### src/hdl/convDefs.sv
`default_nettype none

package convDefs;

    // memory geometry
    localparam int NB_ADDRESS = 10;

    // datapath widths
    // result holds four times the largest pixel
    localparam int NB_PIXEL   = 8;
    localparam int NB_RESULT  = 10;

    // read address to result write including the memory read register
    localparam int LATENCY    = 5;

    typedef logic [NB_PIXEL-1:0]  pixel_t;
    typedef logic [NB_RESULT-1:0] result_t;

    // smoothing weights
    // y[n] = W0*x[n] + W1*x[n-1] + W2*x[n-2]
    // samples before the block count as zero
    localparam result_t KERNEL_W0 = result_t'(1);
    localparam result_t KERNEL_W1 = result_t'(2);
    localparam result_t KERNEL_W2 = result_t'(1);

endpackage

`default_nettype wire

### src/hdl/apbMap.sv
`default_nettype none

package apbMap;

    localparam int NB_APB_ADDR = 4;
    localparam int NB_APB_DATA = 32;

    // register offsets
    localparam logic [NB_APB_ADDR-1:0] REG_CTRL   = 4'h0;
    localparam logic [NB_APB_ADDR-1:0] REG_LENGTH = 4'h4;
    localparam logic [NB_APB_ADDR-1:0] REG_DATA   = 4'h8;
    localparam logic [NB_APB_ADDR-1:0] REG_STATUS = 4'hC;

    // control bits
    localparam int CTRL_LOAD  = 0;
    localparam int CTRL_START = 1;

    // status bits
    // block done stays set until a status write
    localparam int ST_BUSY       = 0;
    localparam int ST_EOP        = 1;
    localparam int ST_BLOCK_DONE = 2;

endpackage

`default_nettype wire

### src/hdl/apbRegs.sv
`default_nettype none

module apbRegs import convDefs::*, apbMap::*; (
    input  logic                   i_CLK,
    input  logic                   i_reset,
    input  logic                   i_psel,
    input  logic                   i_penable,
    input  logic                   i_pwrite,
    input  logic [NB_APB_ADDR-1:0] i_paddr,
    input  logic [NB_APB_DATA-1:0] i_pwdata,
    input  logic                   i_busy,
    input  logic                   i_eop,
    input  logic                   i_changeBlock,
    input  result_t                i_resultData,
    output logic [NB_APB_DATA-1:0] o_prdata,
    output logic                   o_pready,
    output logic                   o_pslverr,
    output logic                   o_load,
    output logic                   o_start,
    output logic [NB_ADDRESS-1:0]  o_imgLength,
    output logic                   o_dataPulse,
    output pixel_t                 o_pixelData
);

    logic                   ctrlLoad;
    logic                   ctrlStart;
    logic [NB_ADDRESS-1:0]  lengthReg;
    logic                   blockDone;
    logic                   waitSeen;
    logic                   dataPulse;
    pixel_t                 pixelReg;
    logic                   dataRead;
    logic                   apbDone;
    logic [NB_APB_DATA-1:0] statusWord;

    // data reads get one wait state for the registered result word
    assign dataRead = i_psel && i_penable && !i_pwrite && (i_paddr == REG_DATA);
    assign o_pready = !dataRead || waitSeen;
    assign apbDone  = i_psel && i_penable && o_pready;

    always_ff @(posedge i_CLK) begin
        if (i_reset) begin
            waitSeen  <= 1'b0;
            dataPulse <= 1'b0;
        end else begin
            waitSeen  <= dataRead && !waitSeen;
            dataPulse <= apbDone && (i_paddr == REG_DATA);
        end
    end

    always_ff @(posedge i_CLK) begin
        if (i_reset) begin
            ctrlLoad  <= 1'b0;
            ctrlStart <= 1'b0;
            lengthReg <= '0;
            blockDone <= 1'b0;
        end else begin
            if (apbDone && i_pwrite && (i_paddr == REG_CTRL)) begin
                ctrlLoad  <= i_pwdata[CTRL_LOAD];
                ctrlStart <= i_pwdata[CTRL_START];
            end
            if (apbDone && i_pwrite && (i_paddr == REG_LENGTH)) begin
                lengthReg <= i_pwdata[NB_ADDRESS-1:0];
            end
            // a new block end wins over a clear in the same cycle
            if (i_changeBlock) begin
                blockDone <= 1'b1;
            end else if (apbDone && i_pwrite && (i_paddr == REG_STATUS)) begin
                blockDone <= 1'b0;
            end
        end
    end

    always_ff @(posedge i_CLK) begin
        if (apbDone && i_pwrite && (i_paddr == REG_DATA)) begin
            pixelReg <= i_pwdata[NB_PIXEL-1:0];
        end
    end

    always_comb begin
        statusWord                = '0;
        statusWord[ST_BUSY]       = i_busy;
        statusWord[ST_EOP]        = i_eop;
        statusWord[ST_BLOCK_DONE] = blockDone;
    end

    always_comb begin
        o_prdata = '0;
        case (i_paddr)
            REG_CTRL: begin
                o_prdata[CTRL_LOAD]  = ctrlLoad;
                o_prdata[CTRL_START] = ctrlStart;
            end
            REG_LENGTH: o_prdata[NB_ADDRESS-1:0] = lengthReg;
            REG_DATA:   o_prdata[NB_RESULT-1:0]  = i_resultData;
            REG_STATUS: o_prdata = statusWord;
            default:    o_prdata = '0;
        endcase
    end

    assign o_pslverr   = 1'b0;
    assign o_load      = ctrlLoad;
    assign o_start     = ctrlStart;
    assign o_imgLength = lengthReg;
    assign o_dataPulse = dataPulse;
    assign o_pixelData = pixelReg;

endmodule

`default_nettype wire

### config.mk
export PLATFORM = sky130hd
export DESIGN_NAME = apbRegs
export DESIGN_NICKNAME = d
export VERILOG_FILES = /design/src/hdl/convDefs.sv /design/src/hdl/apbMap.sv /design/src/hdl/apbRegs.sv
export SDC_FILE = /design/constraint.sdc
export NUM_CORES = 1
export LEC_CHECK = 0
export ABC_AREA = 1
export ABC_CLOCK_PERIOD_IN_PS = 2900
export BUFFER_PORTS_ARGS = -buffer_cell sky130_fd_sc_hd__buf_2
export CORE_ASPECT_RATIO = 0.8
export CORE_MARGIN = 2
export CORE_UTILIZATION = 42
export CTS_BUF_LIST = sky130_fd_sc_hd__clkbuf_8
export CTS_CLUSTER_DIAMETER = 60
export DETAILED_ROUTE_END_ITERATION = 8
export PLACE_DENSITY_LB_ADDON = 0.05
export SETUP_SLACK_MARGIN = 0.15
export SLEW_MARGIN = 20
export SYNTH_ARGS = -nofsm -noshare
export SYNTH_HDL_FRONTEND = slang
export SYNTH_SLANG_ARGS = --single-unit
### constraint.sdc
create_clock -name i_CLK -period 2.9 [get_ports i_CLK]
set_input_delay 0.725 -clock i_CLK [delete_from_list [all_inputs] [get_ports i_CLK]]
set_output_delay 0.725 -clock i_CLK [all_outputs]
set_load 0.1 [all_outputs]
== Yosys cells after proc, flatten, opt, wreduce, memory -nomap -nowiden ==
Cells that the tools add are included.

* Output and inout port bits: 55
* Register bits: 23
* Input bits: 54

* Equal/unequal tests: 3
* Multiplexer cells: 4
* Reductions and logical operators: 17

{| class="wikitable"
|+ Operators by type and width
! operator !! count
|-
| 8-bit case mux with 3 select lines || 1
|-
| 1-bit logical AND || 11
|-
| 4-bit equality test, second input constant || 2
|-
| 2-bit case mux with 4 select lines || 1
|-
| 4-bit by 3-bit equality test with 1-bit output, second input constant || 1
|-
| 4-bit logical NOT || 1
|-
| 1-bit logical NOT || 3
|-
| 1-bit 2-to-1 mux || 2
|-
| 2-bit nonzero test || 1
|-
| 1-bit logical OR || 1
|}

== Logic depth before layout (Yosys ltp) ==
* Depth after elaboration: 10
* Mapped depth: 7

== Worst setup path after synthesis ==
No wires, ideal clock.

* Kind: input-to-output
* Start point: in i_paddr[3]
* End point: out o_prdata[0]
* Arrival: 1.983 ns
* Required time: 2.175 ns
* Cell stages on the path: 6
* Setup slack: 0.192 ns
* Path buffers: 1
* Cells stage by stage: inv_1 -> nand2_1 -> nor2_1 -> buf_4 -> nand2_1 -> nand4_1

* Word-level cells in the longest chain between the ends: 2

{| class="wikitable"
|+ RTL lines
! item !! line !! source
|-
| from (decl) || apbRegs.sv:9 || <nowiki>input logic [NB_APB_ADDR-1:0] i_paddr,</nowiki>
|-
| 4-bit equality test, or another cell as far along || apbRegs.sv:89 || <nowiki>case (i_paddr)</nowiki>
|-
| 2-bit case mux with 4 select lines (*) || apbRegs.sv:89 ||
|-
| to (decl) || apbRegs.sv:15 || <nowiki>output logic [NB_APB_DATA-1:0] o_prdata,</nowiki>
|}

Every way passes the cells marked *; elsewhere a longest branch is shown, timed or not.

== Worst setup path in the final report ==
Same ends and word-level chain as after synthesis.

==> impl_metrics.ini <==
[synthesis]
synth-seq-cells = 23
syn_inst = 166
yosysWarningCount = 0
yosysTopAreaCell = dfxtp_1
synth.distinct_cells = 21
synthTopCellsByArea = dfxtp_1 (23%), edfxtp_1 (19%), buf_4 (15%)
netlist_area_um2 = 1290
synth_seq_area_share_pct = 42.0
yosysTopAreaCellShare_pct = 23.3
syn_area_per_cell_um2 = 7.76

[drt]
routedWlPerCell_um = 10.9
drc = 0
drtIter0Drc = 31
vias = 1205
ant_nets = 0
routed_wl_um = 2900
vias_per_cell = 4.51
dr.pass1.iters = 4

[outcome]
outcome = completed

[cts]
holdBufCountCts = 0
postCtsResizedCells = 0
cts_root_buffer = clkbuf_8
clk_pin_slew_worst_paths_ns = 0.08
cts-htree-levels = 1
cts_tree = built
clock-sinks = 23
worstSkewPairLatency_ns = 0.27
cts_setup_buffers = 0
cts_made_buffers = 3
clockBufferDepth = 2

[floorplanning]
die_area_um2 = 3530
coreArea_um2 = 2830
rows = 17
pin_count = 109
die_w_um = 65.9
start_util_pct = 45.5
die_h_um = 53.5

[worst_setup_path]
start_kind = input pin
crit_slowest_cell = buf_4
crit_top_cell = nand2_1
path_cells = buf_2 > inv_1 > nand2_1 > nor2_1 > buf_4 > nand2_1 > nand4_1 > buf_12
path_buf_inv = 4
cp.depth = 8
crit_arrival_ns = 1.79
cp.required_ns = 2.17
cp_top_family = buffers and inverters
slowest_delay_ns = 0.24
worst-path-max-fanout = 20
critical_path_class = in -> out
rr_worst_depth = 3
end_kind = output pin

[sta]
hold_ws_ns = 0.480
max_freq_mhz = 397
rsz0062_at_grt = no
worst_slew_pin_slew_ns = 0.662
relSlewSlack_pct = 55.7
slew_viol_final = 0
skew_ns = 0.0000772
tns_ns = 0
finalSetupViolations = 0
finalCriticalPeriod_ns = 2.52
fin_crit_sh_pct = 86.9
hold_violations = 0

[finish]
n_fill_cell = 251
n_antenna_cell = 0
final_nets = 284
area_growth_pct = 34.5
stdcell_count = 267
drive_above_1_share_pct = 33.2

[grt]
grt_pass1_wl_um = 4510
first_global_vias = 1042
grt_overflow = 0
track_usage_pct = 17.1
grt_max_degree = 21
antenna_found_initial = 0

[power_and_ir_drop]
p_per_area_nw_per_um2 = 446
leakage_nw = 0.863
ir_worst_vdd_mv = 0.284

[placement]
placed_cells = 263
io_buffers = 63
dp_hpwl_um = 2360
globalplace.congestion = 0.798

[worst_hold_path]
hold-path-cell-count = 2
hold_class = reg -> reg

[job]
drv_cap = 0
sequential cells by signal, summed over array words and instances (netlist names):
register	flops
o_pixelData	8
blockDone	1
o_load	1
o_dataPulse	1
o_imgLength	10
o_start	1
waitSeen	1
synth_stat cells:
| library cell | n |
|---|---|
| conb_1 | 1 |
| dfxtp_1 | 15 |
| nor2_1 | 30 |
| edfxtp_1 | 8 |
| buf_2 | 1 |
| a21oi_1 | 1 |
| nor2_2 | 2 |
| buf_4 | 25 |
| nand2_2 | 1 |
| nand3_2 | 1 |
| nand4_1 | 2 |
| nand3_1 | 7 |
| nand2_1 | 49 |
| nand3b_1 | 8 |
| nand4_4 | 1 |
| nor4_1 | 1 |
| inv_1 | 8 |
| inv_2 | 1 |
| nand3_4 | 1 |
| buf_6 | 1 |
| nor2_4 | 2 |
report_power, final:
| group | leakage (nW) | total [mW] | switching, mW | internal, mW |
|---|---|---|---|---|
| clock network | 0.0269 | 0.193 | 0.0982 | 0.0946 |
| registers | 0.193 | 0.338 | 0.00162 | 0.336 |
| logic | 0.643 | 0.242 | 0.204 | 0.0380 |
| total | 0.863 | 0.772 | 0.304 | 0.469 |
layout make-up:
class / instances / area, um2 / area share (%)
Multi-Input combinational cell: 129 / 592 / 34.2
Timing Repair Buffer: 64 / 473 / 27.3
Clock buffer: 3 / 41.3 / 2.38
Sequential cell: 23 / 541 / 31.2
Tap cell: 38 / 47.5 / 2.75
Clock inverter: 1 / 3.75 / 0.217
Inverter: 9 / 33.8 / 1.95
metal layers:
metal,track usage (%),up-vias,wire (um)
met5,0,-,0
met4,3.13,0,14
met3,5.96,2,264
met2,30.0,60,1380
met1,20.8,544,1240
li1,-,599,-
cell families after synthesis:
group	after synthesis	share of synthesized area, %
AOI/OAI and AO/OA	1	0.388
buffers and inverters	36	18.5
DFF	23	42.0
other	1	0.291
and+or+nand+nor	105	38.9
worst register-to-register path, cell delays in order, from the launching register on:
cell and delay, ns:
dfxtp_1 0.30, nor2_1 0.21, nand4_4 0.13, nor2_2 0.08
placed cells by master (no fill, tap or decap):
cell type	instances
a21oi_1	1
buf_12	10
buf_2	53
buf_4	1
clkbuf_8	3
conb_1	23
dfxtp_1	15
edfxtp_1	8
inv_1	9
inv_2	1
nand2_1	49
nand2_2	1
nand3_1	7
nand3_2	1
nand3_4	1
nand3b_1	8
nand4_1	2
nand4_4	1
nor2_1	30
nor2_2	2
nor2_4	2
nor4_1	1
stage by stage:
| stage | instance area (um2) | util, % | setup WS [ns] | total power, mW |
|---|---|---|---|---|
| after floorplan | 1370 | - | 0.192 | 0.564 |
| after global placement | 1690 | 59.6 | 0.425 | 0.584 |
| after detailed placement | 1690 | 59.6 | 0.387 | 0.587 |
| after CTS | 1730 | 61.2 | 0.379 | 0.777 |
| after global routing | 1730 | 61.2 | 0.246 | 0.799 |
| final | 1730 | 61.2 | 0.381 | 0.772 |
final timing paths:
path	to	slack, ns	from
setup / recovery	o_prdata[0]	0.38	i_paddr[3]
hold / removal	blockDone	0.48	blockDone
setup reg to reg	waitSeen	2.12	waitSeen
hold reg to reg	blockDone	0.48	blockDone
No activity file was read; power rests on OpenSTA's default activity.
