### src/hdl/convDefs.sv
`default_nettype none

package convDefs;

    // memory geometry
    localparam int NB_ADDRESS = 10;

    // datapath widths
    // result holds four times the largest pixel
    localparam int NB_PIXEL   = 8;
    localparam int NB_RESULT  = 10;

    // read address to result write including the memory read register
    localparam int LATENCY    = 5;

    typedef logic [NB_PIXEL-1:0]  pixel_t;
    typedef logic [NB_RESULT-1:0] result_t;

    // smoothing weights
    // y[n] = W0*x[n] + W1*x[n-1] + W2*x[n-2]
    // samples before the block count as zero
    localparam result_t KERNEL_W0 = result_t'(1);
    localparam result_t KERNEL_W1 = result_t'(2);
    localparam result_t KERNEL_W2 = result_t'(1);

endpackage

`default_nettype wire

### src/hdl/blockSequencer.sv
`default_nettype none

module blockSequencer import convDefs::*; (
    input  logic                  i_CLK,
    input  logic                  i_reset,
    input  logic                  i_load,
    input  logic                  i_start,
    input  logic                  i_dataPulse,
    input  logic [NB_ADDRESS-1:0] i_imgLength,
    input  logic                  i_resultWe,
    output logic                  o_imgWe,
    output logic [NB_ADDRESS-1:0] o_imgWrAddr,
    output logic [NB_ADDRESS-1:0] o_imgRdAddr,
    output logic [NB_ADDRESS-1:0] o_resWrAddr,
    output logic [NB_ADDRESS-1:0] o_resRdAddr,
    output logic                  o_convValid,
    output logic                  o_changeBlock,
    output logic                  o_eop,
    output logic                  o_busy
);

    typedef enum logic [1:0] {
        S_IDLE,
        S_TRANSFER,
        S_PROCESS,
        S_RELEASE
    } state_t;

    state_t                  state;
    logic [NB_ADDRESS-1:0]   counterAdd;
    logic [NB_ADDRESS-1:0]   lagCounter;
    logic                    readout;
    logic                    convValid;
    logic                    changeBlock;
    logic                    eop;

    always_ff @(posedge i_CLK) begin
        if (i_reset) begin
            state       <= S_IDLE;
            counterAdd  <= '0;
            lagCounter  <= '0;
            readout     <= 1'b0;
            convValid   <= 1'b0;
            changeBlock <= 1'b0;
            eop         <= 1'b0;
        end else begin
            changeBlock <= 1'b0;
            case (state)
                S_IDLE: begin
                    counterAdd <= '0;
                    lagCounter <= '0;
                    if (i_load && !i_start && !eop) begin
                        state   <= S_TRANSFER;
                        readout <= 1'b0;
                    end else if (!i_load && i_start && !eop) begin
                        state     <= S_PROCESS;
                        convValid <= 1'b1;
                    end else if (!i_load && !i_start && eop) begin
                        // results waiting for the host to read out
                        state   <= S_TRANSFER;
                        readout <= 1'b1;
                    end
                end
                S_TRANSFER: begin
                    if (i_dataPulse) begin
                        if (counterAdd == i_imgLength) begin
                            changeBlock <= 1'b1;
                            state       <= S_IDLE;
                            if (readout) begin
                                eop <= 1'b0;
                            end
                        end else begin
                            counterAdd <= counterAdd + 1'b1;
                        end
                    end
                end
                S_PROCESS: begin
                    // one read address per cycle until the last index
                    if (counterAdd == i_imgLength) begin
                        convValid <= 1'b0;
                    end else begin
                        counterAdd <= counterAdd + 1'b1;
                    end
                    // write side trails by the pipeline latency
                    if (i_resultWe) begin
                        if (lagCounter == i_imgLength) begin
                            eop   <= 1'b1;
                            state <= S_RELEASE;
                        end else begin
                            lagCounter <= lagCounter + 1'b1;
                        end
                    end
                end
                S_RELEASE: begin
                    if (!i_start) begin
                        state <= S_IDLE;
                    end
                end
                default: begin
                    state <= S_IDLE;
                end
            endcase
        end
    end

    assign o_imgWe       = (state == S_TRANSFER) && !readout && i_dataPulse;
    assign o_imgWrAddr   = counterAdd;
    assign o_imgRdAddr   = counterAdd;
    assign o_resWrAddr   = lagCounter;
    assign o_resRdAddr   = counterAdd;
    assign o_convValid   = convValid;
    assign o_changeBlock = changeBlock;
    assign o_eop         = eop;
    // waiting for start release does not count as busy
    assign o_busy        = (state == S_TRANSFER) || (state == S_PROCESS);

endmodule

`default_nettype wire

### config.mk
export PLATFORM = sky130hd
export DESIGN_NAME = blockSequencer
export DESIGN_NICKNAME = d
export VERILOG_FILES = /design/src/hdl/convDefs.sv /design/src/hdl/blockSequencer.sv
export SDC_FILE = /design/constraint.sdc
export NUM_CORES = 1
export LEC_CHECK = 0
export ABC_AREA = 1
export BUFFER_PORTS_ARGS = -buffer_cell sky130_fd_sc_hd__clkbuf_2
export CORE_ASPECT_RATIO = 1.4
export CORE_MARGIN = 1
export CORE_UTILIZATION = 47
export DETAILED_ROUTE_END_ITERATION = 10
export PLACE_DENSITY = 0.75
export SYNTH_ARGS = -nofsm -noshare
export SYNTH_HDL_FRONTEND = slang
export SYNTH_SLANG_ARGS = --single-unit
export TNS_END_PERCENT = 1
### constraint.sdc
create_clock -name i_CLK -period 1.52 [get_ports i_CLK]
set_input_delay 0.076 -clock i_CLK [delete_from_list [all_inputs] [get_ports i_CLK]]
set_output_delay 0.076 -clock i_CLK [all_outputs]
set_load 0.02 [all_outputs]
=== Word-level counts from Yosys, hierarchy flattened ===
Cells that the tools add are included.

* Register bits after elaboration: 26
* Input bits: 16
* Output and inout port bits: 45
* Logic and storage cells: 82

* $add $sub $neg: 2
* Eq/ne operators: 17
* Muxes and demuxes: 29
* Bitwise operators: 2
* Reductions and logical operators: 25

{| class="wikitable"
|+ Operators with widths
! cell !! number
|-
| $mux W10 || 4
|-
| $pmux W10 S3 || 1
|-
| $ne A2 B2 Y1 const B || 11
|-
| $add A10 B1 Y10 const B || 2
|-
| $eq A10 B10 Y1 || 2
|-
| $pmux W10 S2 || 1
|-
| $mux W2 || 8
|-
| $mux W1 || 12
|-
| $reduce_and A6 Y1 || 2
|-
| $logic_and A1 B1 Y1 || 8
|-
| $pmux W2 S4 || 1
|-
| $reduce_and A3 Y1 || 2
|-
| $reduce_bool A2 Y1 || 3
|-
| $eq A2 B2 Y1 const B || 2
|-
| $logic_not A1 Y1 || 4
|-
| $ne A4 B4 Y1 const B || 1
|-
| $pmux W1 S2 || 2
|-
| $reduce_and A4 Y1 || 1
|-
| $reduce_bool A3 Y1 || 1
|-
| $reduce_or A3 Y1 || 1
|-
| $eq A2 B1 Y1 const B || 1
|-
| $logic_not A2 Y1 || 1
|-
| $not A1 Y1 || 2
|-
| $reduce_and A2 Y1 || 1
|-
| $logic_or A1 B1 Y1 || 1
|}

=== Longest topological paths before layout ===
* Depth in word-level cells: 7
* Gate-level depth with buffers: 11
* Gate-level depth less buffers: 11

=== Least setup slack after synthesis ===
OpenSTA, ideal clock, no wires.

* Path type: register -> register
* Start point: register state[0]
* End point: register counterAdd[0], in the netlist o_imgRdAddr[0]
* Library setup time: 0.116 ns
* Data arrival time: 1.665 ns
* Required time: 1.404 ns
* Setup slack: -0.261 ns
* Cell stages (with the launch flop): 9
* Clock period less this slack: 1.781 ns
* Path through: dfxtp_1 inv_1 ha_1 clkbuf_1 o21a_1 nand2_2 buf_6 o21ai_0 nor2_1

* Cells in the longest elaborated chain, start to end: 3
* Elaborated cells between the ends (all ways): 7
* Classes of those cells: eq/ne: 3; mux: 1; reduce/logical: 3

{| class="wikitable"
|+ Ends and longest elaborated chain
! what !! RTL line !! RTL
|-
| start: declaration || blockSequencer.sv:29 || <nowiki>state_t state;</nowiki>
|-
| start signal: assignment || blockSequencer.sv:39 || <nowiki>state <= S_IDLE;</nowiki>
|-
| start signal: assignment || blockSequencer.sv:53 || <nowiki>state <= S_TRANSFER;</nowiki>
|-
| start signal: assignment || blockSequencer.sv:56 || <nowiki>state <= S_PROCESS;</nowiki>
|-
| $eq A2 B1 Y1, or another cell as far along || blockSequencer.sv:48 || <nowiki>case (state)</nowiki>
|-
| $ne A2 B2 Y1 (no source line) / $reduce_bool A3 Y1 (equally long branches) || - ||
|-
| $reduce_and A2 Y1 (no source line) || - ||
|-
| end signal: assignment || blockSequencer.sv:73 || <nowiki>counterAdd <= counterAdd + 1'b1;</nowiki>
|-
| end signal: assignment || blockSequencer.sv:82 || <nowiki>counterAdd <= counterAdd + 1'b1;</nowiki>
|-
| end: declaration || blockSequencer.sv:30 || <nowiki>logic [NB_ADDRESS-1:0] counterAdd;</nowiki>
|}

Parallel ways exist; a longest one is shown, timed or not.
A chain may end at the register's enable or synchronous reset.

=== Final worst setup path ===
* Start point: register lagCounter[1], in the netlist o_resWrAddr[1]
* End point: register lagCounter[9], in the netlist o_resWrAddr[9]

* Cells in the longest elaborated chain, start to end: 4
* Elaborated cells between the ends (all ways): 7
* Classes of those cells: add/sub: 1; eq/ne: 2; mux: 3; reduce/logical: 1

{| class="wikitable"
|+ Ends and longest elaborated chain
! what !! RTL line !! RTL
|-
| start: declaration || blockSequencer.sv:31 || <nowiki>logic [NB_ADDRESS-1:0] lagCounter;</nowiki>
|-
| start signal: assignment || blockSequencer.sv:90 || <nowiki>lagCounter <= lagCounter + 1'b1;</nowiki>
|-
| $add A10 B1 Y10 || blockSequencer.sv:90 ||
|-
| $mux W10 || blockSequencer.sv:86 || <nowiki>if (lagCounter == i_imgLength) begin</nowiki>
|-
| $mux W10 || blockSequencer.sv:85 || <nowiki>if (i_resultWe) begin</nowiki>
|-
| $pmux W10 S2 || blockSequencer.sv:48 ||
|}

Parallel ways exist; a longest one is shown, timed or not. The select of a mux whose other input is x is not followed.

==> summary.txt <==
Setup crit end kind: flop
FF-to-FF Start: o_resWrAddr[1]$_SDFFE_PP0P_
Post-DR vias/cell: 5.09
Fin. max-slew vios: 0
Critical path endpoint: o_resWrAddr[9]$_SDFFE_PP0P_
Crit Reg-Reg Endpoint: o_resWrAddr[9]$_SDFFE_PP0P_
Cell count along the critical path: 8
Buf+Inv Stages, Crit Path: 0
Gp weighted congestion: 0.903
Clock sinks: 26
Iteration-0 DRC Markers: 83
Die Y: 81.0 microns
Power Dens Cells: 1080 mW/mm^2
Worst Setup SP: o_resWrAddr[1]$_SDFFE_PP0P_
Register bit total from synthesis: 26
Global-route wire length before repair: 8950 microns
CP peak stage delay: 380 ps
R2R cell count: 8
HP Class: in -> reg
CTS tree: yes
Final core occ: 66.9%
Most used DFF post-synth: dfxtp_1
PortBufs: 60
Worst Setup Start Kind: flop
Cell Area, Synth: 0.00209 sq mm
GR Overflow Total: 0
Core Footprint: 0.00424 sq mm
Synth async-reset ratio: 0%
Die W: 58.4 microns
Wire length per cell: 13.1 microns
DRT Wirelength: 6160 microns
Leak: 1.36 nW
Crit-path leading delay family: simple AND/OR/NAND/NOR gates
Via count: 2388
Fin Setup TNS: -1.06 ps
Vias in the first global route: 2058
Distinct cell type count after synthesis: 32
Final setup fails: 1
Die area: 0.00473 sq mm
Starting Density: 49.4%
CP cell instances: xor2_1 > nor2_1 > nand3_2 > nor2_4 > nand2_4 > nand2_8 > nand2_1 > a21oi_2
H-tree depth: 1
Synth top area share: 24.9%
Crit path DAT: 1740 ps
Warnings from Yosys: 0
Clk root buf: clkbuf_8
Final HPWL DP: 4280 microns
Maxcap violations: 0
Fraction of final layout cells sized beyond drive strength 1: 42.3%
WS Path Type: reg -> reg
ANT nets after route: 0
Tightest Pin Transition: 348 ps
# rows: 28
NumNets Final: 432
Worst path required time: 1740 ps
Mapped Cells: 338
Drt drc: 0
Critical-path maximum fanout: 6
Post-synth top area cell: dfxtp_1
Period minus WS final: 1520 ps
Run status: complete, but fails checks
Total global routing track utilization: 24.0%
Final Hold Fails: 0
Failing checks: setup timing
Final setup margin: -1.06 ps
Unrepaired setup endpoints after global routing: true
Post-Syn Nets: 360
# IOs: 61
Worst vdd ir: 1.15 mV
Antenna violations before repair: 0
CP max-delay cell: dfxtp_4
Number of synthesized flops with an enable pin: 0
Worst-path clk slew: 100 ps
Largest net degree at the start of global routing: 15
Area grow syn2layout: 35.4%
Slew margin rel.: 76.7%
Clock skew: 2.52 ps
Post-synthesis sequential area ratio: 24.9%
TritonCTS Buffers: 3
First drt pass iteration count: 4
Layout fillers: 394
R2R Setup Slk: -1 ps
Clk_lat worst skew: 280 ps
Synth Area per Inst: 6.19 sq um
Max clock buf depth: 2
ANT cells: 0
Top post-synthesis cells by area: dfxtp_1 (25%), nand2_1 (18%), buf_4 (7.5%), inv_1 (7.5%), nand3_1 (6.5%)
Final worst-path cycle share: 100%
Tot Pwr: 0.00307 W
Fmax: 657 MHz
[tightest hold or removal path: cells and delay by family]
family | cells | cell delay, ps
buf+inv | 2 | 180
simple gates | 1 | 70
[per-layer routing]
metal	vias up	global-route usage, %	share of wire (%)	routed length (microns)
met5	-	0	0	0
met2	89	44.7	52	3210
met4	0	7.86	2.7	166
met3	21	1.59	4.8	294
li1	1193	-	-	-
met1	1085	28.7	40	2490
[area by class of cell]
| class | instances | area (sq um) | share of cell area (%) |
|---|---|---|---|
| multi-input cells | 241 | 1410 | 49.8 |
| flip-flops and latches | 26 | 557 | 19.6 |
| repair buffers | 92 | 557 | 19.6 |
| inverters | 46 | 178 | 6.27 |
| well taps | 60 | 75.1 | 2.65 |
| clock buffers | 4 | 55.1 | 1.94 |
[sequential cells by signal, summed over array words and instances, names as in the netlist]
register	count
o_changeBlock	1
o_convValid	1
o_eop	1
o_imgRdAddr	10
o_resWrAddr	10
readout	1
state	2
[report_power, final]
part / switching (W) / total, W / internal, W
clock: 0.000242 / 0.000474 / 0.000232
sequential: 0.0000860 / 0.000842 / 0.000756
combinational: 0.00107 / 0.00175 / 0.000676
total: 0.00140 / 0.00307 / 0.00166
[through the flow]
step / instance area (sq um) / cells / hold WS [ps] / setup slack [ps]
6_report: 2830 / 469 / 95.1 / -1.06
5_1_grt: 2830 / 469 / 107 / -74.3
4_1_cts: 2600 / 462 / 69.1 / -17.8
3_5_place_dp: 2500 / 457 / 365 / -138
3_3_place_gp: 2500 / 457 / 371 / -71.8
2_1_floorplan: 2130 / 338 / 233 / -13.5
[what timing repair did]
action                     in CTS  in global routing
hold buffers                    0                  0
setup buffers                   1                  5
hold endpoints to repair        0                  0
pin swaps                       1                 22
resized for setup              13                 57
cloned                          0                  2
setup endpoints to repair      19                 25
[how the worst min path moves through the flow]
stage | startpoint | to | slack (ps) | cells after the start
6_report | i_dataPulse | o_changeBlock$_SDFF_PP0_ | 100 | 3
4_1_cts | i_dataPulse | o_changeBlock$_SDFF_PP0_ | 70 | 3
3_3_place_gp | i_resultWe | o_resWrAddr[9]$_SDFFE_PP0P_ | 370 | 3
2_1_floorplan | i_resultWe | o_resWrAddr[1]$_SDFFE_PP0P_ | 230 | 2
3_5_place_dp | i_dataPulse | o_changeBlock$_SDFF_PP0_ | 370 | 3
5_1_grt | i_resultWe | o_resWrAddr[1]$_SDFFE_PP0P_ | 110 | 3
[Yosys cell counts, types with 2 or more instances]
library cell and instances:
nor3b_1 5, dfxtp_1 26, nand4_1 8, nand3_1 27
nand2_1 99, nor3_1 3, buf_4 21, clkbuf_1 4
nor2_2 2, nor2_1 32, inv_1 42, nand3_2 2
o21ai_0 5, inv_2 4, ha_1 6, a21oi_2 2
nand2_2 2, a21oi_1 25, xor2_1 10
[placed cells by master, fill, tap and decap left out, types with 7 or more instances in the layout]
cell	count
inv_2	7
dfxtp_2	11
nand4_1	8
clkbuf_2	59
inv_1	37
nand2_2	8
nand3_1	23
nor2_2	8
dfxtp_1	9
nand2_1	93
xor2_1	10
a21oi_1	17
buf_4	30
nor2_1	24
a21oi_2	10
[kinds of logic after synthesis]
kind of cell	after synthesis	share of synthesized area, %
AOI/OAI and AO/OA	37	10.0
xor gates and xnor gates	11	4.60
adders and majority gates	6	3.59
buffers and inverters	73	17.3
DFF	26	24.9
and+or+nand+nor	185	39.6
Power figures use the tool's default switching activity.
