<file path="src/hdl/convDefs.sv">
`default_nettype none

package convDefs;

    // memory geometry
    localparam int NB_ADDRESS = 10;

    // datapath widths
    // result holds four times the largest pixel
    localparam int NB_PIXEL   = 8;
    localparam int NB_RESULT  = 10;

    // read address to result write including the memory read register
    localparam int LATENCY    = 5;

    typedef logic [NB_PIXEL-1:0]  pixel_t;
    typedef logic [NB_RESULT-1:0] result_t;

    // smoothing weights
    // y[n] = W0*x[n] + W1*x[n-1] + W2*x[n-2]
    // samples before the block count as zero
    localparam result_t KERNEL_W0 = result_t'(1);
    localparam result_t KERNEL_W1 = result_t'(2);
    localparam result_t KERNEL_W2 = result_t'(1);

endpackage

`default_nettype wire

</file>
<file path="src/hdl/smoothPipe.sv">
`default_nettype none

module smoothPipe import convDefs::*; (
    input  logic    i_CLK,
    input  logic    i_reset,
    input  logic    i_valid,
    input  pixel_t  i_pixel,
    output logic    o_valid,
    output result_t o_result
);

    // stages after product, partial sum and full sum
    localparam int N_OUT = LATENCY - 4;

    logic [LATENCY-1:0] validLine;
    pixel_t             tap1;
    pixel_t             tap2;
    result_t            prodNew;
    result_t            prodMid;
    result_t            prodOld;
    result_t            partSum;
    result_t            oldDelay;
    result_t            fullSum;
    result_t            outLine [N_OUT];

    // i_valid leads the pixel by the memory read cycle
    always_ff @(posedge i_CLK) begin
        if (i_reset) begin
            validLine <= '0;
        end else begin
            validLine <= {validLine[LATENCY-2:0], i_valid};
        end
    end

    // history cleared at the start of each block
    always_ff @(posedge i_CLK) begin
        if (i_valid && !validLine[0]) begin
            tap1 <= '0;
            tap2 <= '0;
        end else if (validLine[0]) begin
            tap1 <= i_pixel;
            tap2 <= tap1;
        end
    end

    always_ff @(posedge i_CLK) begin
        prodNew    <= result_t'(i_pixel) * KERNEL_W0;
        prodMid    <= result_t'(tap1) * KERNEL_W1;
        prodOld    <= result_t'(tap2) * KERNEL_W2;
        partSum    <= prodNew + prodMid;
        oldDelay   <= prodOld;
        fullSum    <= partSum + oldDelay;
        outLine[0] <= fullSum;
        for (int k = 1; k < N_OUT; k++) begin
            outLine[k] <= outLine[k-1];
        end
    end

    assign o_valid  = validLine[LATENCY-1];
    assign o_result = outLine[N_OUT-1];

endmodule

`default_nettype wire

</file>
<file path="config.mk">
export PLATFORM = sky130hd
export DESIGN_NAME = smoothPipe
export DESIGN_NICKNAME = d
export VERILOG_FILES = /design/src/hdl/convDefs.sv /design/src/hdl/smoothPipe.sv
export SDC_FILE = /design/constraint.sdc
export NUM_CORES = 1
export LEC_CHECK = 0
export ABC_AREA = 0
export BUFFER_PORTS_ARGS = -buffer_cell sky130_fd_sc_hd__buf_4
export CAP_MARGIN = 25
export CORE_MARGIN = 2
export CORE_UTILIZATION = 60
export DETAILED_ROUTE_END_ITERATION = 16
export PLACE_DENSITY = 0.84
export SYNTH_ARGS = -nofsm -noshare
export SYNTH_HDL_FRONTEND = slang
export SYNTH_SLANG_ARGS = --single-unit
</file>
<file path="constraint.sdc">
create_clock -name i_CLK -period 5.25 [get_ports i_CLK]
set_input_delay 1.3125 -clock i_CLK [delete_from_list [all_inputs] [get_ports i_CLK]]
set_output_delay 1.3125 -clock i_CLK [all_outputs]
set_load 0.03 [all_outputs]
</file>
# After elaboration in Yosys (flattened, before gate mapping)
# Memories as Yosys holds them, arrays and structs flattened.
# Cells that the tools add are included.
[totals]
ff_bits = 73
mem_bits_rw = 10
n_memories = 1
[op_classes]
n_addsub = 2
reduce_logical = 2
[memory_table]
columns = ["name", "depth", "width", "read_ports", "rd_clocked_by_memory_dff", "write_ports", "line", "rtl"]
rows = [
  ["outLine", 1, 10, 1, 0, 1, "smoothPipe.sv:24", "result_t outLine [N_OUT];"],
]
[ops]
columns = ["cell", "count"]
rows = [
  ["10-bit by 8-bit adder with 10-bit output", 1],
  ["8-bit by 9-bit adder with 10-bit output", 1],
  ["1-bit logical AND", 1],
  ["1-bit zero test", 1],
]

# Logic depth before layout (Yosys ltp)
# Gate-level depths: netlist of the first run.
[depth]
word_depth = 2
ltp_mapped = 7

# Least setup slack after synthesis of the first run
# Ideal clock, no wire load.
[synth_path]
kind = "register to output"
start = "memory outLine[0][0] (netlist bit)"
end = "output o_result[0]"
t_arrival_ns = 0.459
setup_slack_ns = 3.478
stages_incl_launch_ff = 1
n_path_buf = 0
path_cell_list = "dfxtp_1"
[synth_via]
elab_chain_cells = 1
[synth_rtl]
columns = ["item", "line", "rtl"]
rows = [
  ["start: declaration", "smoothPipe.sv:24", ""],
  ["memory read 1 x 10 bit", "n/a", ""],
  ["end: declaration", "smoothPipe.sv:9", "output result_t o_result"],
]
# Every way passes these cells.

# Worst setup path in the final report of the first run
# Ends and elaborated chain as after synthesis.

==> metrics, run 1 <==
CTS clk-pin slew, worst paths 0.07 ns; Total Die Area 4980 sq um; Setup Viol. Count Final 0; CORE AREA ~4300 sq um; Top delay family on crit path flip-flops; ANT nets after route 0; CTS Sinks 83; crit path buf inv count 1; Initial Util approximately 62%; initial antenna violation count 0; clk_lat worst skew 0.33 ns; clock root buffer clkbuf_8; Crit-path slowest cell dfxtp_1; Pleak 0.00128 uW; hold-fix buffers at CTS 0; Final period util 40.1%; crit-path max cell delay between 0.3 and 0.4 ns; critical path start-end classification register to primary output; gr ovfl total 0; routability cong. 0.742; gr usage total 16.0%; mean routed wirelength per cell 11.2 um; Core Util, Final 70.5%; Post-CTS Setup Inserts 0; die width between 70 and 80 um; Hold Path Class register to register; Final Hold Viols 0; RSZ-0062 raised after global routing false; syn nets 256; H-Tree Depth 3; max-slew violations 0; Unique masters post-synth 37; Synth area leaders dfxtp_1 (63%), ha_1 (7.1%), nand2b_1 (4.0%), o21ai_0 (3.8%), xnor2_1 (3.0%); final wirelength 3500 um; Worst setup EP type primary output; Tot Pwr 1310 uW; Startpoint Class register; synthesized cell area 2660 sq um; sequential share of the synthesized area 62.6%; commonest non-fill, non-tap cell in the layout dfxtp_1; top-area cell type share of the netlist area 62.6%; Via Count between 1500 and 2000; TNS Setup 0 ns; syn avg cell area 11.7 sq um; Setup Skew 0.00514 ns; status completed; Clock Path Buffers 2; Cells after Synth around 230; Vias/cell 5.07; Place WS 3.40 ns; CTS resizes 0; CTS Buf Count 9; Yosys reg bits 83; max-cap viol count 0; Vert. Die Dim 70.5 um; highest net fanout along the worst path 1; Rel. slew slack between 40 and 50%; VDD IR max roughly 0.00034 V; Cell Chain, Critical Path buf_4; initial DRC count 42; worst path required time 3.94 ns; Max Clk Rate 475 MHz; # diodes 0; number of global-route vias before repair 1487; number of synthesis warnings 0; Net count, final approximately 280; buffers added on ports 21; pin count of the biggest net entering global routing 34; Worst EP arrival 0.79 ns; Tmin final 2.10 ns; hpwl dp 2420 um; PwrDens 434 nW/um^2; TritonCTS clock tree done; num ports 22; layout cells sized above 1 roughly 16%; Setup WS post-layout 3.15 ns; # DRC 0; Worst-Margin Slew 0.877 ns; commonest non-fill, non-tap cells in the layout dfxtp_1 (83), buf_4 (21), nand2_1 (20), o21ai_0 (20), nand2b_1 (17); first-pass GRT wire length a little over 6000 um; area grow syn2layout 14.0%; # rows 24; Initial DRT Pass Iterations 4; Yosys top cell by area dfxtp_1
area by class of cell:
type | instances | area, sq um
Sequential cell | 83 | 1660
Fill cell | 315 | 1260
Multi-Input combinational cell | 136 | 960
Timing Repair Buffer | 21 | 158
Clock buffer | 11 | 151
Tap cell | 52 | 65.1
Inverter | 5 | 18.8
Clock inverter | 3 | 15.0
path summary, 6_finish.rpt:
kind	startpoint	to	slack, ns	cells past startpoint
worst min register to register	fullSum[2]	outLine[0][2]	0.33	0
worst max register to register	prodNew[1]	partSum[7]	3.39	6
worst max-delay path	outLine[0][0]	o_result[0]	3.15	1
worst min-delay path	fullSum[2]	outLine[0][2]	0.33	0
layer usage:
metal | routed length, um | vias up | global-route usage [%] | part of all wire, %
li1 | - | 825 | - | -
met4 | 74 | 0 | 10.9 | 2.1
met1 | 1570 | 721 | 18.0 | 45
met3 | 125 | 8 | 4.56 | 3.6
met2 | 1730 | 23 | 26.3 | 49
met5 | 0 | - | 0 | 0
synthesized netlist by cell type:
| library cell | number |
|---|---|
| o21bai_1 | 1 |
| a31oi_1 | 1 |
| nand4_1 | 1 |
| o21ai_1 | 1 |
| nor2_1 | 6 |
| a21o_1 | 3 |
| a21oi_2 | 1 |
| or2_2 | 1 |
| dfxtp_1 | 83 |
| nor4bb_1 | 1 |
| o21a_1 | 2 |
| o2111ai_1 | 1 |
| xnor2_1 | 9 |
| nor3_1 | 3 |
| a211o_1 | 1 |
| o21bai_2 | 1 |
| nand3b_1 | 1 |
| inv_1 | 5 |
| a211oi_2 | 2 |
| xor2_1 | 3 |
| o211ai_1 | 2 |
| nor2b_4 | 1 |
| a311oi_2 | 1 |
| or2b_1 | 1 |
| nor2b_1 | 7 |
| nand2b_1 | 17 |
| a211oi_1 | 1 |
| nand2_1 | 20 |
| o21ai_0 | 20 |
| buf_2 | 1 |
| and2_1 | 1 |
| clkbuf_1 | 3 |
| nand3_1 | 1 |
| fa_1 | 2 |
| ha_1 | 15 |
| a21oi_1 | 7 |
| a311o_1 | 1 |
worst reg2reg max path, delay by kind of cell, from the launching register on:
kind	cells	cell delay (ns)
AO/OA/AOI/OAI	3	0.72
adder cells (fa/ha/maj)	2	0.65
flip-flops	1	0.31
AND/OR/NAND/NOR	1	0.08
state kept, by name, indices dropped and copies added (netlist names):
register   count
tap1           8
fullSum       10
oldDelay       8
prodNew        8
prodMid        8
validLine      5
outLine       10
prodOld        8
partSum       10
tap2           8
power breakdown:
group          switching [uW]  internal [uW]  total (uW)
clock network             193            190         383
registers                26.4            708         735
logic                     110           86.6         197
metrics by stage:
| step | instances | hold WS [ns] | instance area (sq um) |
|---|---|---|---|
| after floorplan | 228 | 0.310 | 2660 |
| after global placement | 297 | 0.310 | 2860 |
| after CTS | 311 | 0.330 | 3030 |
| final | 311 | 0.328 | 3030 |
| after global routing | 311 | 0.334 | 3030 |
| after detailed placement | 297 | 0.312 | 2860 |
kinds of logic after synthesis:
logic type | Yosys count | synth area share, %
flip-flops | 83 | 62.6
adder cells (fa/ha/maj) | 17 | 8.57
buffers and inverters | 9 | 1.32
XOR/XNOR | 12 | 3.96
AND/OR/NAND/NOR | 61 | 12.2
AO/OA/AOI/OAI | 46 | 11.4
(Power assumes the default switching activity.)
==> inputs of run 2 (changes only) <==
--- a/config.mk
+++ b/config.mk
@@ -9,9 +9,9 @@
 export BUFFER_PORTS_ARGS = -buffer_cell sky130_fd_sc_hd__buf_4
 export CAP_MARGIN = 25
 export CORE_MARGIN = 2
-export CORE_UTILIZATION = 60
+export CORE_UTILIZATION = 52
 export DETAILED_ROUTE_END_ITERATION = 16
-export PLACE_DENSITY = 0.84
+export PLACE_DENSITY = 0.78
 export SYNTH_ARGS = -nofsm -noshare
 export SYNTH_HDL_FRONTEND = slang
 export SYNTH_SLANG_ARGS = --single-unit
==> constraint.sdc (replaced) <==
create_clock -name i_CLK -period 1.7 [get_ports i_CLK]
set_input_delay 0.425 -clock i_CLK [delete_from_list [all_inputs] [get_ports i_CLK]]
set_output_delay 0.425 -clock i_CLK [all_outputs]
set_load 0.03 [all_outputs]
==> metrics, run 2 (synthesized netlist as in run 1, its figures left out) <==
CTS clk-pin slew, worst paths 0.08 ns (was 0.07 ns); Setup WS post-layout 0.0882 ns (was 3.15 ns); clock root buffer clkbuf_8 (unchanged); # rows 26 (was 24); Initial DRT Pass Iterations 4 (unchanged); hpwl dp 2400 um (was 2420 um); Tmin final 1.61 ns; H-Tree Depth 3 (unchanged); commonest non-fill, non-tap cell in the layout dfxtp_1 (unchanged); mean routed wirelength per cell 10.8 um (was 11.2 um); TNS Setup 0 ns (unchanged); Worst EP arrival 1.89 ns (was 0.79 ns); gr usage total 14.5% (was 16.0%); Via Count 1602 (was 1577); CORE AREA 5010 sq um (was 4290 sq um); Final Hold Viols 0 (unchanged); PwrDens 1380 nW/um^2 (was 434 nW/um^2); worst path required time 1.98 ns (was 3.94 ns); critical path start-end classification register to register (was register to primary output); crit-path max cell delay 0.39 ns (was 0.32 ns); status completed (unchanged); Final Cell Area 3210 sq um (was 3030 sq um); Worst Hold Launch i_pixel[0] (was fullSum[2]); Place WS -0.00553 ns (was 3.40 ns); highest net fanout along the worst path 2 (was 1); Pleak 0.00134 uW (was 0.00128 uW); worst flop-to-flop path startpoint partSum[0] (was prodNew[1]); cells on worst reg2reg path 7 (was 6); Fillers 411 (was 315); area grow syn2layout 21.0% (was 14.0%); initial antenna violation count 0 (unchanged); commonest non-fill, non-tap cells in the layout dfxtp_1 (79), buf_4 (27), nand2_1 (20), o21ai_0 (20), nand2b_1 (16) (was dfxtp_1 (83), buf_4 (21), nand2_1 (20), o21ai_0 (20), nand2b_1 (17)); Setup Viol. Count Final 0 (unchanged); final wirelength 3640 um (was 3500 um); routability cong. 0.754 (was 0.742); clk_lat worst skew 0.35 ns (was 0.33 ns); Startpoint Class register (unchanged); Hold Path Class primary input to register (was register to register); Min-Delay Endpoint prodNew[0] (was outLine[0][2]); layout cells sized above 1 23.2% (was 16.2%); initial DRC count 51 (was 42); Tot Pwr 4440 uW (was 1310 uW); Rel. slew slack 77.6% (was 41.4%); number of global-route vias before repair 1442 (was 1487); Worst-Margin Slew 0.332 ns (was 0.877 ns); Placed Area 2920 sq um (was 2860 sq um); ANT nets after route 0 (unchanged); num ports 22 (unchanged); Final period util 94.8%; Vert. Die Dim 75.5 um (was 70.5 um); Vias/cell 4.75 (was 5.07); Worst setup EP type register (was primary output); Initial Util 53.0% (was 61.9%); gr ovfl total 0 (unchanged); r2r setup slk 0.09 ns (was 3.39 ns); Cell Chain, Critical Path ha_4, inv_2, fa_2, nor2b_4, o2111ai_2, a31oi_1, xor2_1 (was buf_4); # diodes 0 (unchanged); die width 75.5 um (was 70.5 um); Crit-path slowest cell fa_2 (was dfxtp_1); CTS Buf Count 9 (unchanged); pin count of the biggest net entering global routing 33 (was 34); Net count, final 290 (was 284); first-pass GRT wire length 6030 um (was 6130 um); max-cap viol count 0 (unchanged); CTS Sinks 83 (unchanged); # DRC 0 (unchanged); Setup Skew 0.00863 ns (was 0.00514 ns); Total Die Area 5700 sq um (was 4980 sq um); hold-fix buffers at CTS 0 (unchanged); worst reg2reg path endpoint fullSum[8] (was partSum[7]); VDD IR max 0.000971 V (was 0.000337 V); Max Clk Rate ~620 MHz; Largest regs fullSum (10), outLine (10), partSum (10) (unchanged); Core Util, Final 64.1% (was 70.5%); Clock Path Buffers 2 (unchanged); max-slew violations 0 (unchanged); TritonCTS clock tree done (unchanged); buffers added on ports 21 (unchanged); Worst Hold Depth 1 (was 0)
==> run 2: cell count changes in the layout (fill, tap and decap cells not counted), sizes merged <==
| cell | previous run | this run |
|---|---|---|
| buf | 21 | 27 |
| bufinv | 0 | 2 |
| clkbuf | 11 | 10 |
| clkinv | 3 | 2 |
| clkinvlp | 0 | 2 |
==> run 2: cell type report <==
type | count | area [sq um] | share of cell area [%]
tap | 70 | 87.6 | 2.73
clock inverter | 6 | 88.8 | 2.76
sequential | 83 | 1670 | 51.9
timing repair buffer | 27 | 203 | 6.31
multi-input combinational | 136 | 1010 | 31.5
clock buffer | 10 | 138 | 4.28
inverter | 5 | 18.8 | 0.584
==> run 2: metrics by stage <==
step | hold slack (ns) | instances
finish | 0.183 | 337
global route | 0.168 | 337
global placement | 0.310 | 319
CTS | 0.165 | 336
floorplan | 0.310 | 228
detailed placement | 0.313 | 319
==> run 2: worst max-delay path by stage <==
stage / from / end / slack, ns / cells past startpoint
finish: partSum[0] / fullSum[8] / 0.09 / 7
global route: partSum[0] / fullSum[8] / -0.004 / 7
CTS: prodMid[1] / partSum[7] / 0.01 / 6
detailed placement: prodNew[1] / partSum[7] / -0.006 / 6
global placement: prodNew[1] / partSum[7] / 0.04 / 6
floorplan: prodNew[1] / partSum[7] / 0.01 / 6
==> run 2: power by group <==
| part | switching, uW | internal, uW |
|---|---|---|
| Sequential | 75.3 | 2190 |
| Clock | 674 | 866 |
| Combinational | 357 | 285 |
| Total | 1110 | 3340 |
==> run 2: worst max-delay path, delay by kind of cell (launching register included) <==
kind,cells,cell delay [ns]
AND/OR/NAND/NOR,1,0.14
AO/OA/AOI/OAI,2,0.33
XOR/XNOR,1,0.17
buffers and inverters,1,0.04
adder cells (fa/ha/maj),2,0.52
flip-flops,1,0.35
==> run 2: repair_timing <==
action,CTS,global route
endpoints found under the setup margin,2,3
buffers inserted,1,1
gates resized for setup,5,9
pin swaps,4,7
==> run 2: metal layers <==
metal / routed length [um] / vias up / track usage (%) / share of wire, %
met2: 1640 / 32 / 21.5 / 45
met5: 0 / - / 0 / 0
met4: 78 / 0 / 9.36 / 2.1
met3: 176 / 8 / 5.16 / 4.8
li1: - / 839 / - / -
met1: 1750 / 723 / 17.8 / 48
